<file path="config.mk">
export PLATFORM = sky130hd
export DESIGN_NAME = mips_cpu_bus
export DESIGN_NICKNAME = d
export VERILOG_FILES = /design/src/design/mips_pkg.sv /design/src/design/mips_alu.sv /design/src/design/mips_control.sv /design/src/design/mips_cpu_bus.sv /design/src/design/mips_regfile.sv
export VERILOG_INCLUDE_DIRS = /design/src /design/src/design
export SDC_FILE = /design/constraint.sdc
export NUM_CORES = 2
export LEC_CHECK = 0
export ABC_AREA = 1
export BUFFER_PORTS_ARGS = -buffer_cell sky130_fd_sc_hd__clkbuf_2
export CORE_MARGIN = 2
export CORE_UTILIZATION = 32
export CTS_CLUSTER_SIZE = 25
export DETAILED_ROUTE_END_ITERATION = 10
export HOLD_SLACK_MARGIN = 0.03
export MAX_ROUTING_LAYER = met4
export PLACE_DENSITY = 0.53
export SYNTH_ARGS = -nofsm -noshare
export SYNTH_HDL_FRONTEND = slang
export SYNTH_HIERARCHICAL = 1
export SYNTH_SLANG_ARGS = --single-unit
</file>
<file path="constraint.sdc">
create_clock -name clk -period 5.9 [get_ports clk]
set_input_delay 0.885 -clock clk [delete_from_list [all_inputs] [get_ports clk]]
set_output_delay 0.885 -clock clk [all_outputs]
set_load 0.05 [all_outputs]
</file>
<file path="src/design/mips_defs.svh">
`ifndef MIPS_DEFS_SVH
`define MIPS_DEFS_SVH

// address map of the core

// first instruction fetched after reset
`define MIPS_RESET_VECTOR 32'h0000_0004

// jump target that stops the core once its delay slot is done
`define MIPS_HALT_ADDR 32'h0000_0000

// register numbers

`define MIPS_REG_V0 5'd2 // result register, shown on register_v0

`endif

</file>
<file path="src/design/mips_pkg.sv">
`default_nettype none

package mips_pkg;

    typedef enum logic [5:0] {
        OP_SPECIAL = 6'h00, // r-type, see funct
        OP_REGIMM  = 6'h01, // bltz / bgez, see rt
        OP_BEQ     = 6'h04,
        OP_BNE     = 6'h05,
        OP_ADDIU   = 6'h09,
        OP_ORI     = 6'h0d,
        OP_LUI     = 6'h0f,
        OP_LW      = 6'h23,
        OP_SB      = 6'h28,
        OP_SW      = 6'h2b
    } opcode_t;

    typedef enum logic [5:0] {
        FN_JR   = 6'h08,
        FN_ADDU = 6'h21,
        FN_SUBU = 6'h23,
        FN_AND  = 6'h24,
        FN_OR   = 6'h25,
        FN_XOR  = 6'h26,
        FN_SLT  = 6'h2a
    } funct_t;

    typedef enum logic [4:0] {
        RI_BLTZ = 5'h00,
        RI_BGEZ = 5'h01
    } regimm_t;

    typedef enum logic [2:0] {
        ALU_ADD,
        ALU_SUB,
        ALU_AND,
        ALU_OR,
        ALU_XOR,
        ALU_SLT,
        ALU_PASS_B // lui, b already shifted
    } alu_op_t;

    typedef enum logic [2:0] {
        FETCH,
        EXEC,
        MEM,
        WBACK,
        HALT
    } cpu_state_t;

endpackage

`default_nettype wire

</file>
<file path="src/design/mips_alu.sv">
`default_nettype none

module mips_alu (
    input  wire [31:0]       a,
    input  wire [31:0]       b,
    input  wire mips_pkg::alu_op_t op,
    output logic [31:0]      result,
    output logic             zero,
    output logic             negative
);

    logic a_lt_b; // signed compare for slt

    assign a_lt_b = ($signed(a) < $signed(b));

    always_comb begin
        case (op)
            mips_pkg::ALU_ADD: begin
                result = a + b; // addu, addiu, address calc
            end
            mips_pkg::ALU_SUB: begin
                result = a - b;
            end
            mips_pkg::ALU_AND: begin
                result = a & b;
            end
            mips_pkg::ALU_OR: begin
                result = a | b;
            end
            mips_pkg::ALU_XOR: begin
                result = a ^ b;
            end
            mips_pkg::ALU_SLT: begin
                result = {31'd0, a_lt_b};
            end
            mips_pkg::ALU_PASS_B: begin
                result = b; // lui
            end
            default: begin
                result = a + b;
            end
        endcase
    end

    // branch condition flags, both taken from the operands
    assign zero     = (a == b); // beq / bne
    assign negative = a[31];    // bltz / bgez

endmodule

`default_nettype wire

</file>
<file path="src/design/mips_control.sv">
`default_nettype none

`include "mips_defs.svh"

module mips_control (
    input  wire         clk,
    input  wire         rst_n,
    input  wire         waitrequest,
    input  wire  [31:0] readdata,
    input  wire  [31:0] rs_data,
    input  wire  [31:0] rt_data,
    input  wire  [31:0] alu_result,
    input  wire         alu_zero,
    input  wire         alu_negative,
    output logic [31:0] address,
    output logic        read,
    output logic        write,
    output logic [31:0] writedata,
    output logic [3:0]  byteenable,
    output logic        active,
    output logic [4:0]  rs_addr,
    output logic [4:0]  rt_addr,
    output logic        wr_en,
    output logic [4:0]  wr_addr,
    output logic [31:0] wr_data,
    output logic [31:0] alu_a,
    output logic [31:0] alu_b,
    output mips_pkg::alu_op_t alu_op
);

    mips_pkg::cpu_state_t state;

    logic [31:0] pc;
    logic [31:0] ir;
    logic [31:0] alu_out;        // result kept for wback / address
    logic [31:0] load_data;
    logic [31:0] branch_target;
    logic        branch_pending; // set by a taken branch in exec
    logic        in_delay;       // current instr is a delay slot

    mips_pkg::opcode_t opcode;
    mips_pkg::funct_t  funct;
    mips_pkg::regimm_t regimm;

    logic [31:0] imm_sext;
    logic [31:0] imm_zext;
    logic [31:0] imm_upper;
    logic [31:0] target;
    logic [31:0] next_pc;
    logic [31:0] mem_addr;
    logic [4:0]  dest;
    logic        writes_reg;
    logic        is_load;
    logic        is_store;
    logic        is_byte;
    logic        take_branch;

    assign opcode = mips_pkg::opcode_t'(ir[31:26]);
    assign funct  = mips_pkg::funct_t'(ir[5:0]);
    assign regimm = mips_pkg::regimm_t'(ir[20:16]);

    assign imm_sext  = {{16{ir[15]}}, ir[15:0]};
    assign imm_zext  = {16'h0000, ir[15:0]};
    assign imm_upper = {ir[15:0], 16'h0000};

    assign rs_addr  = ir[25:21];
    assign rt_addr  = ir[20:16];
    assign alu_a    = rs_data;
    assign active   = (state != mips_pkg::HALT);
    assign next_pc  = in_delay ? branch_target : pc + 32'd4;
    assign mem_addr = {alu_result[31:2], 2'b00}; // word aligned

    // write-back port
    assign wr_en   = (state == mips_pkg::WBACK) && writes_reg;
    assign wr_addr = dest;
    assign wr_data = is_load ? load_data : alu_out;

    // decode
    always_comb begin
        alu_op      = mips_pkg::ALU_ADD;
        alu_b       = rt_data;
        dest        = ir[20:16];
        writes_reg  = 1'b0;
        is_load     = 1'b0;
        is_store    = 1'b0;
        is_byte     = 1'b0;
        take_branch = 1'b0;
        target      = pc + 32'd4 + {imm_sext[29:0], 2'b00}; // relative to slot
        case (opcode)
            mips_pkg::OP_SPECIAL: begin
                dest       = ir[15:11];
                writes_reg = 1'b1;
                case (funct)
                    mips_pkg::FN_ADDU: alu_op = mips_pkg::ALU_ADD;
                    mips_pkg::FN_SUBU: alu_op = mips_pkg::ALU_SUB;
                    mips_pkg::FN_AND:  alu_op = mips_pkg::ALU_AND;
                    mips_pkg::FN_OR:   alu_op = mips_pkg::ALU_OR;
                    mips_pkg::FN_XOR:  alu_op = mips_pkg::ALU_XOR;
                    mips_pkg::FN_SLT:  alu_op = mips_pkg::ALU_SLT;
                    mips_pkg::FN_JR: begin
                        writes_reg  = 1'b0;
                        take_branch = 1'b1;
                        target      = rs_data;
                    end
                    default: writes_reg = 1'b0;
                endcase
            end
            mips_pkg::OP_REGIMM: begin
                case (regimm)
                    mips_pkg::RI_BLTZ: take_branch = alu_negative;
                    mips_pkg::RI_BGEZ: take_branch = !alu_negative;
                    default:           take_branch = 1'b0;
                endcase
            end
            mips_pkg::OP_BEQ: take_branch = alu_zero;
            mips_pkg::OP_BNE: take_branch = !alu_zero;
            mips_pkg::OP_ADDIU: begin
                alu_b      = imm_sext;
                writes_reg = 1'b1;
            end
            mips_pkg::OP_ORI: begin
                alu_op     = mips_pkg::ALU_OR;
                alu_b      = imm_zext;
                writes_reg = 1'b1;
            end
            mips_pkg::OP_LUI: begin
                alu_op     = mips_pkg::ALU_PASS_B;
                alu_b      = imm_upper;
                writes_reg = 1'b1;
            end
            mips_pkg::OP_LW: begin
                alu_b      = imm_sext;
                is_load    = 1'b1;
                writes_reg = 1'b1;
            end
            mips_pkg::OP_SW: begin
                alu_b    = imm_sext;
                is_store = 1'b1;
            end
            mips_pkg::OP_SB: begin
                alu_b    = imm_sext;
                is_store = 1'b1;
                is_byte  = 1'b1;
            end
            default: writes_reg = 1'b0;
        endcase
    end

    // control state, strobes, pc and branch flags
    always_ff @(posedge clk) begin
        if (!rst_n) begin
            state          <= mips_pkg::FETCH;
            pc             <= `MIPS_RESET_VECTOR;
            read           <= 1'b0;
            write          <= 1'b0;
            branch_pending <= 1'b0;
            in_delay       <= 1'b0;
        end else begin
            case (state)
                mips_pkg::FETCH: begin
                    if (!read) begin
                        read <= 1'b1; // first fetch after reset
                    end else if (!waitrequest) begin
                        read  <= 1'b0;
                        state <= mips_pkg::EXEC;
                    end
                end
                mips_pkg::EXEC: begin
                    branch_pending <= take_branch;
                    if (is_load || is_store) begin
                        read  <= is_load;
                        write <= is_store;
                        state <= mips_pkg::MEM;
                    end else begin
                        state <= mips_pkg::WBACK;
                    end
                end
                mips_pkg::MEM: begin
                    if (!waitrequest) begin
                        read  <= 1'b0;
                        write <= 1'b0;
                        state <= mips_pkg::WBACK;
                    end
                end
                mips_pkg::WBACK: begin
                    pc             <= next_pc;
                    in_delay       <= branch_pending;
                    branch_pending <= 1'b0;
                    if (in_delay && (branch_target == `MIPS_HALT_ADDR)) begin
                        state <= mips_pkg::HALT;
                    end else begin
                        read  <= 1'b1; // next fetch issued here
                        state <= mips_pkg::FETCH;
                    end
                end
                mips_pkg::HALT: state <= mips_pkg::HALT; // until reset
                default:        state <= mips_pkg::FETCH;
            endcase
        end
    end

    // payload registers, bus address and data
    always_ff @(posedge clk) begin
        case (state)
            mips_pkg::FETCH: begin
                if (!read) begin
                    address    <= pc;
                    byteenable <= 4'b1111;
                end else if (!waitrequest) begin
                    ir <= readdata;
                end
            end
            mips_pkg::EXEC: begin
                alu_out <= alu_result;
                if (take_branch) begin
                    branch_target <= target;
                end
                if (is_load || is_store) begin
                    address    <= mem_addr;
                    writedata  <= is_byte ? {4{rt_data[7:0]}} : rt_data; // sb repeats the byte
                    byteenable <= is_byte ? (4'b0001 << alu_result[1:0]) : 4'b1111;
                end
            end
            mips_pkg::MEM: begin
                if (!waitrequest) begin
                    load_data <= readdata;
                end
            end
            mips_pkg::WBACK: begin
                address    <= next_pc;
                byteenable <= 4'b1111;
            end
            default: begin
                address <= address;
            end
        endcase
    end

endmodule

`default_nettype wire

</file>
<file path="src/design/mips_cpu_bus.sv">
`default_nettype none

module mips_cpu_bus (
    input  wire         clk,
    input  wire         rst_n,
    output logic        active,
    output logic [31:0] register_v0,

    // avalon master
    output logic [31:0] address,
    output logic        read,
    output logic        write,
    input  wire         waitrequest,
    output logic [31:0] writedata,
    output logic [3:0]  byteenable,
    input  wire  [31:0] readdata
);

    logic [4:0]  rs_addr;
    logic [4:0]  rt_addr;
    logic [31:0] rs_data;
    logic [31:0] rt_data;
    logic        wr_en;
    logic [4:0]  wr_addr;
    logic [31:0] wr_data;
    logic [31:0] alu_a;
    logic [31:0] alu_b;
    logic [31:0] alu_result;
    logic        alu_zero;
    logic        alu_negative;

    mips_pkg::alu_op_t alu_op;

    mips_control control_i (
        .clk          (clk),
        .rst_n        (rst_n),
        .waitrequest  (waitrequest),
        .readdata     (readdata),
        .rs_data      (rs_data),
        .rt_data      (rt_data),
        .alu_result   (alu_result),
        .alu_zero     (alu_zero),
        .alu_negative (alu_negative),
        .address      (address),
        .read         (read),
        .write        (write),
        .writedata    (writedata),
        .byteenable   (byteenable),
        .active       (active),
        .rs_addr      (rs_addr),
        .rt_addr      (rt_addr),
        .wr_en        (wr_en),
        .wr_addr      (wr_addr),
        .wr_data      (wr_data),
        .alu_a        (alu_a),
        .alu_b        (alu_b),
        .alu_op       (alu_op)
    );

    mips_regfile regfile_i (
        .clk     (clk),
        .rst_n   (rst_n),
        .rs_addr (rs_addr),
        .rt_addr (rt_addr),
        .wr_en   (wr_en),
        .wr_addr (wr_addr),
        .wr_data (wr_data),
        .rs_data (rs_data),
        .rt_data (rt_data),
        .v0      (register_v0)
    );

    mips_alu alu_i (
        .a        (alu_a),
        .b        (alu_b),
        .op       (alu_op),
        .result   (alu_result),
        .zero     (alu_zero),
        .negative (alu_negative)
    );

endmodule

`default_nettype wire

</file>
<file path="src/design/mips_regfile.sv">
`default_nettype none

`include "mips_defs.svh"

module mips_regfile (
    input  wire         clk,
    input  wire         rst_n,
    input  wire  [4:0]  rs_addr,
    input  wire  [4:0]  rt_addr,
    input  wire         wr_en,
    input  wire  [4:0]  wr_addr,
    input  wire  [31:0] wr_data,
    output logic [31:0] rs_data,
    output logic [31:0] rt_data,
    output logic [31:0] v0
);

    logic [31:0] regs [31:1]; // r0 has no storage

    always_ff @(posedge clk) begin
        if (!rst_n) begin
            for (int i = 1; i < 32; i++) begin
                regs[i] <= 32'h0000_0000;
            end
        end else if (wr_en && (wr_addr != 5'd0)) begin
            regs[wr_addr] <= wr_data; // writes to r0 dropped
        end
    end

    // combinational read, r0 reads as zero
    always_comb begin
        rs_data = 32'h0000_0000;
        rt_data = 32'h0000_0000;
        if (rs_addr != 5'd0) begin
            rs_data = regs[rs_addr];
        end
        if (rt_addr != 5'd0) begin
            rt_data = regs[rt_addr];
        end
    end

    assign v0 = regs[`MIPS_REG_V0]; // tap for register_v0

endmodule

`default_nettype wire

</file>
== Yosys cells after proc, flatten, opt, wreduce, memory -nomap -nowiden ==
Memories as Yosys holds them, arrays and structs flattened. A register that Yosys moved wholly into a read port is not among the register bits.
Cells that the tools add are included.
Operators by class
  reductions and logical operators: 30
  muxes and demuxes: 51
  bitwise logic cells: 4
  add/sub/neg operators: 4
  equality and inequality tests: 35
  shift operators: 1
  $lt $le $gt $ge: 1
Operators with widths (count)
  32-bit two-way mux: 10
  32-bit case mux with 3 select lines: 2
  32-bit case mux with 6 select lines: 1
  32-bit adder: 2
  6-bit equality test (second input constant): 9
  32-bit by 3-bit adder with 32-bit output (second input constant): 1
  32-bit bitwise AND: 1
  32-bit equality test: 1
  32-bit zero test: 1
  32-bit < comparator: 1
  32-bit OR: 1
  32-bit OR reduction: 1
  32-bit subtractor: 1
  32-bit bitwise XOR: 1
  3-bit case mux with 5 select lines: 2
  6-bit by 4-bit equality test with 1-bit output (second input constant): 4
  5-bit two-way mux: 4
  1-bit two-way mux: 17
  5-bit nonzero test: 3
  3-bit by 2-bit equality test with 1-bit output (second input constant): 4
  3-bit equality test (second input constant): 4
  6-bit by 3-bit equality test with 1-bit output (second input constant): 2
  3-bit two-way mux: 4
  4-bit two-way mux: 3
  other kinds (27): 46
Storage, ports and cells
  word-level logic and storage cells: 140
  memories kept: 1
  output and inout bits: 103
  memory bits (writable): 992
  input port bits: 35
  register bits: 235
Memory list
  regfile_i.regs: depth 31, width 32, rd ports 3, clocked after memory_dff 2, write ports 31, line mips_regfile.sv:18  | logic [31:0] regs [31:1];

== Depth between registers and ports, before layout ==
  depth in word-level cells: 11
  depth in mapped cells: 33
  mapped depth without buffers: 28

== By module ==
Netlist, hierarchy kept.
Modules (own cells, without submodules)
  mips_regfile: times used 1, cells an instance 7271, area an instance 56838.3 um2, sequential area each 30749.5 um2
  mips_control: times used 1, cells an instance 1610, area an instance 13297.8 um2, sequential area each 6666.4 um2
  mips_alu: times used 1, cells an instance 1195, area an instance 6232.2 um2, sequential area each 0.0 um2

== Least setup slack after synthesis ==
Ideal clock, no wire load.
  kind: input to register
  start: input port waitrequest
  end: register control_i.ir[0], enable pin
  cell stages on the path: 1
  arrival time: 4008 ps
  data required time: 5398 ps
  setup time: 502 ps
  path buffers: 0
  slack: 1390 ps
  cell sequence: nor4_1
Between the ends
  longest elaborated chain between the ends: 2
RTL lines
  from (decl): line mips_cpu_bus.sv:13  | input wire waitrequest,
  1-bit NOT (no line)
  3-bit AND reduction (no line)
  to (signal assigned): line mips_control.sv:210  | ir <= readdata;
  to (decl): line mips_control.sv:34  | logic [31:0] ir;
Every way passes these cells.
A chain may end at the register's enable or synchronous reset.

== Worst setup path after layout ==
  start: register control_i.ir[16]
  end: register control_i.branch_target[25], enable pin
Between the ends
  longest elaborated chain between the ends: 7
  elaborated cells between the ends (all ways): 10
  those cells by class: eq/ne: 2; mux: 4; reduce/logical: 4
RTL lines
  5-bit nonzero test (*): line mips_regfile.sv:37  | if (rt_addr != 5'd0) begin
  32-bit two-way mux (*): line mips_regfile.sv:37
  named net rt_data[19]: line mips_cpu_bus.sv:22  | logic [31:0] rt_data;
  32-bit case mux with 3 select lines (*): line mips_control.sv:89  | case (opcode)
  named net alu_b[19]: line mips_cpu_bus.sv:27  | logic [31:0] alu_b;
  32-bit equality test (*): line mips_alu.sv:46  | assign zero = (a == b);
  named net alu_zero: line mips_cpu_bus.sv:29  | logic alu_zero;
  1-bit zero test: line mips_control.sv:116  | mips_pkg::OP_BNE: take_branch = !alu_zero;
  1-bit case mux with 4 select lines (*): line mips_control.sv:89
  2-bit AND reduction (no line) (*)
  to (signal assigned): line mips_control.sv:216  | branch_target <= target;
  to (decl): line mips_control.sv:37  | logic [31:0] branch_target;
The timed path passes the listed nets; every way through them passes the cells marked *.

==> metrics.yaml <==
final_antenna_net_count: 0
start_util_pct: 32.1
cts_num_sinks: 1259
synth-seq-cells: 1259
max_slew_margin_pct: 3.83
io_buffer_count: 137
cts_hold_buf: 0
cts.htree.levels: 4
slew_violations: 0
min_path_type: "in -> reg"
ys.flop_type: "edfxtp_1"
power.density_nw_per_um2: 351
cp_slowest_cell: "edfxtp_1"
hold_violations: 0
num_vias: 76300
maxCapViolCount: 0
fin_crit_ns: 5.75
worstMarginPinSlew_ns: 1.44
arrival_ns: 6.29
row_count: 179
synth_edf_count: 1220
cts_tree: "yes"
clock.fmax_mhz: 174
cpMostUsedCell: "nand2_1"
fin_cells: 13600
rsz0062_at_grt: "false"
startpoint_type: "flop"
yosysSeqAreaShare_pct: 49.0
nFillCells: 24500
grt_antenna_before_repair: 19
die_h_um: 493
core_um2: 238000
drt_iter0_markers: 11400
dp_hpwl_um: 268000
dp_cells: 13300
irDropWorstVdd_v: 0.000341
routedWlPerCell_um: 28.3
via_per_inst: 5.60
run_status: "finished clean"
synthArstFlopShare_pct: 0
grt_overflow: 0
gp_congestion: 1.03
cts-root-buf: "clkbuf_16"
numCtsBuffers: 152
fin_nets: 10500
clk_path_buf_depth: 3
path_class: "reg -> reg"
wirelength_um: 385000
path_clk_slew_ns: 0.06
grt_pass1_wl_um: 536000
ys.warnings.count: 6
synth_area_um2: 76400
grt_max_degree: 76
areaGrowthSynthToFinish_pct: 16.5
ioPinCount: 138
drc_errors: 0
drive_gt1_share_pct: 11.2
period_share_pct: 97.4
die_area_um2: 243000
synth_cell_type_count: 60
clk_latency_ns: 0.87
finalSetupTns_ns: 0
synthCells: 10100
synth_area_per_cell_um2: 7.58
required_ns: 6.44
cp-end-kind: "flop"
cpPeakStageDelay_ns: 0.56
finish.utilization_pct: 37.4
cp_max_fo: 35
grt_use_total_pct: 31.7
finalPower_mw: 31.2
skew_ns: 0.0494
setup_violations: 0
die_x_um: 493
grt_pass1_vias: 70900
drt_first_pass_iters: 7
hold-worst-slack_ns: 0.224
power.leakage_nw: 38.7
==> layout by cell type, fill, tap and decap left out, types with 19 or more instances in the layout <==
cell type / count
conb_1: 32
clkbuf_2: 137
nor3_1: 36
nand2_2: 50
o21ai_1: 31
dfxtp_1: 39
nor2_1: 2014
buf_12: 95
o211ai_1: 63
a21oi_1: 275
xor2_1: 35
clkbuf_16: 155
nand3_1: 1157
clkinv_2: 19
o21bai_1: 22
buf_4: 581
clkinv_1: 39
o22ai_1: 30
o21ai_0: 521
nand2_1: 2905
inv_2: 31
nand4_1: 41
clkbuf_1: 28
a221oi_1: 19
edfxtp_1: 1220
ha_1: 130
inv_1: 574
==> state kept, by name, summed over array words and instances, names as in the netlist <==
name and cells:
control_i/address 32, control_i/pc 32, control_i/ir 32, control_i/write 1
control_i/load_data 32, control_i/alu_out 32, control_i/writedata 32, control_i/state 3
control_i/in_delay 1, regfile_i/regs 1024, control_i/read 1, control_i/branch_pending 1
control_i/branch_target 32, control_i/byteenable 4
==> cell families after synthesis <==
kind of cell	after synthesis	share of synthesized area [%]
buffers and inverters	1362	7.73
AO/OA/AOI/OAI	1002	7.17
adder cells (fa/ha/maj)	134	2.22
flip-flops	1259	49.0
AND/OR/NAND/NOR	6274	33.4
XOR/XNOR	44	0.505
other	1	0.00491
==> Yosys cell counts (all sizes together) (3+ instances only) <==
master / number / area share (%)
nand2: 2965 / 15
nor2: 2033 / 10
edfxtp: 1220 / 48
nand3: 1163 / 7.7
inv: 610 / 3.0
o21ai: 554 / 3.6
buf: 432 / 3.2
clkbuf: 316 / 1.6
a21oi: 280 / 1.9
ha: 131 / 2.1
o211ai: 63 / 0.62
nand4: 41 / 0.34
nor3: 41 / 0.30
dfxtp: 39 / 1.0
xor2: 35 / 0.40
o22ai: 31 / 0.25
o21bai: 22 / 0.22
a221oi: 19 / 0.22
o221ai: 15 / 0.17
or2: 11 / 0.090
nor4: 9 / 0.10
xnor2: 9 / 0.10
nand3b: 7 / 0.069
clkinv: 4 / 0.020
a22oi: 3 / 0.029
a31oi: 3 / 0.025
fa: 3 / 0.079
o2111ai: 3 / 0.034
==> where the power goes <==
part	internal (mW)	total, mW	switching (mW)
logic	3.10	11.0	7.90
registers	10.4	10.7	0.333
clock network	5.40	9.50	4.10
==> worst max-delay path, delay by kind of cell (launching register included) <==
family | cells | cell delay [ns]
flip-flops | 1 | 0.56
AND/OR/NAND/NOR | 16 | 2.42
AO/OA/AOI/OAI | 2 | 0.42
buffers and inverters | 9 | 1.55
adder cells (fa/ha/maj) | 1 | 0.32
==> timing repair <==
action / in CTS / in global routing
endpoints found under the setup margin: 0 / 36
buffers inserted: 0 / 0
resized for setup: 0 / 6
==> routing by layer <==
layer  routed length, um  up-vias  GRT usage, %
met5                   0        -             -
met4               21400        0          15.2
met3               40300      810          5.81
met2              164000     4992          45.8
met1              160000    37000          42.8
li1                    -    33400             -
==> area by class of cell <==
class                           count  area [um^2]  area share (%)
Antenna cell                       14         35.0          0.0394
Clock buffer                      185         4010            4.51
Clock inverter                     90          878           0.988
Inverter                          614         2340            2.63
Multi-Input combinational cell   7486        33300            37.5
Sequential cell                  1259        37400            42.1
Tap cell                         3167         3960            4.46
Timing Repair Buffer              813         6950            7.81
==> final timing paths <==
path | cells past startpoint | slack, ns | startpoint | end
max | 28 | 0.15 | control_i/ir[16] | control_i/branch_target[25]
min | 1 | 0.22 | readdata[3] | control_i/load_data[3]
max reg2reg | 28 | 0.15 | control_i/ir[16] | control_i/branch_target[25]
min reg2reg | 2 | 0.48 | control_i/pc[0] | control_i/pc[0]
==> through the flow <==
step	area, um^2	setup WS, ns
6_report	88900	0.152
3_3_place_gp	84000	0.0857
4_1_cts	88900	0.0617
3_5_place_dp	84000	0.113
2_1_floorplan	76500	1.39
5_1_grt	88900	0.0262
Power figures use the tool's default switching activity.
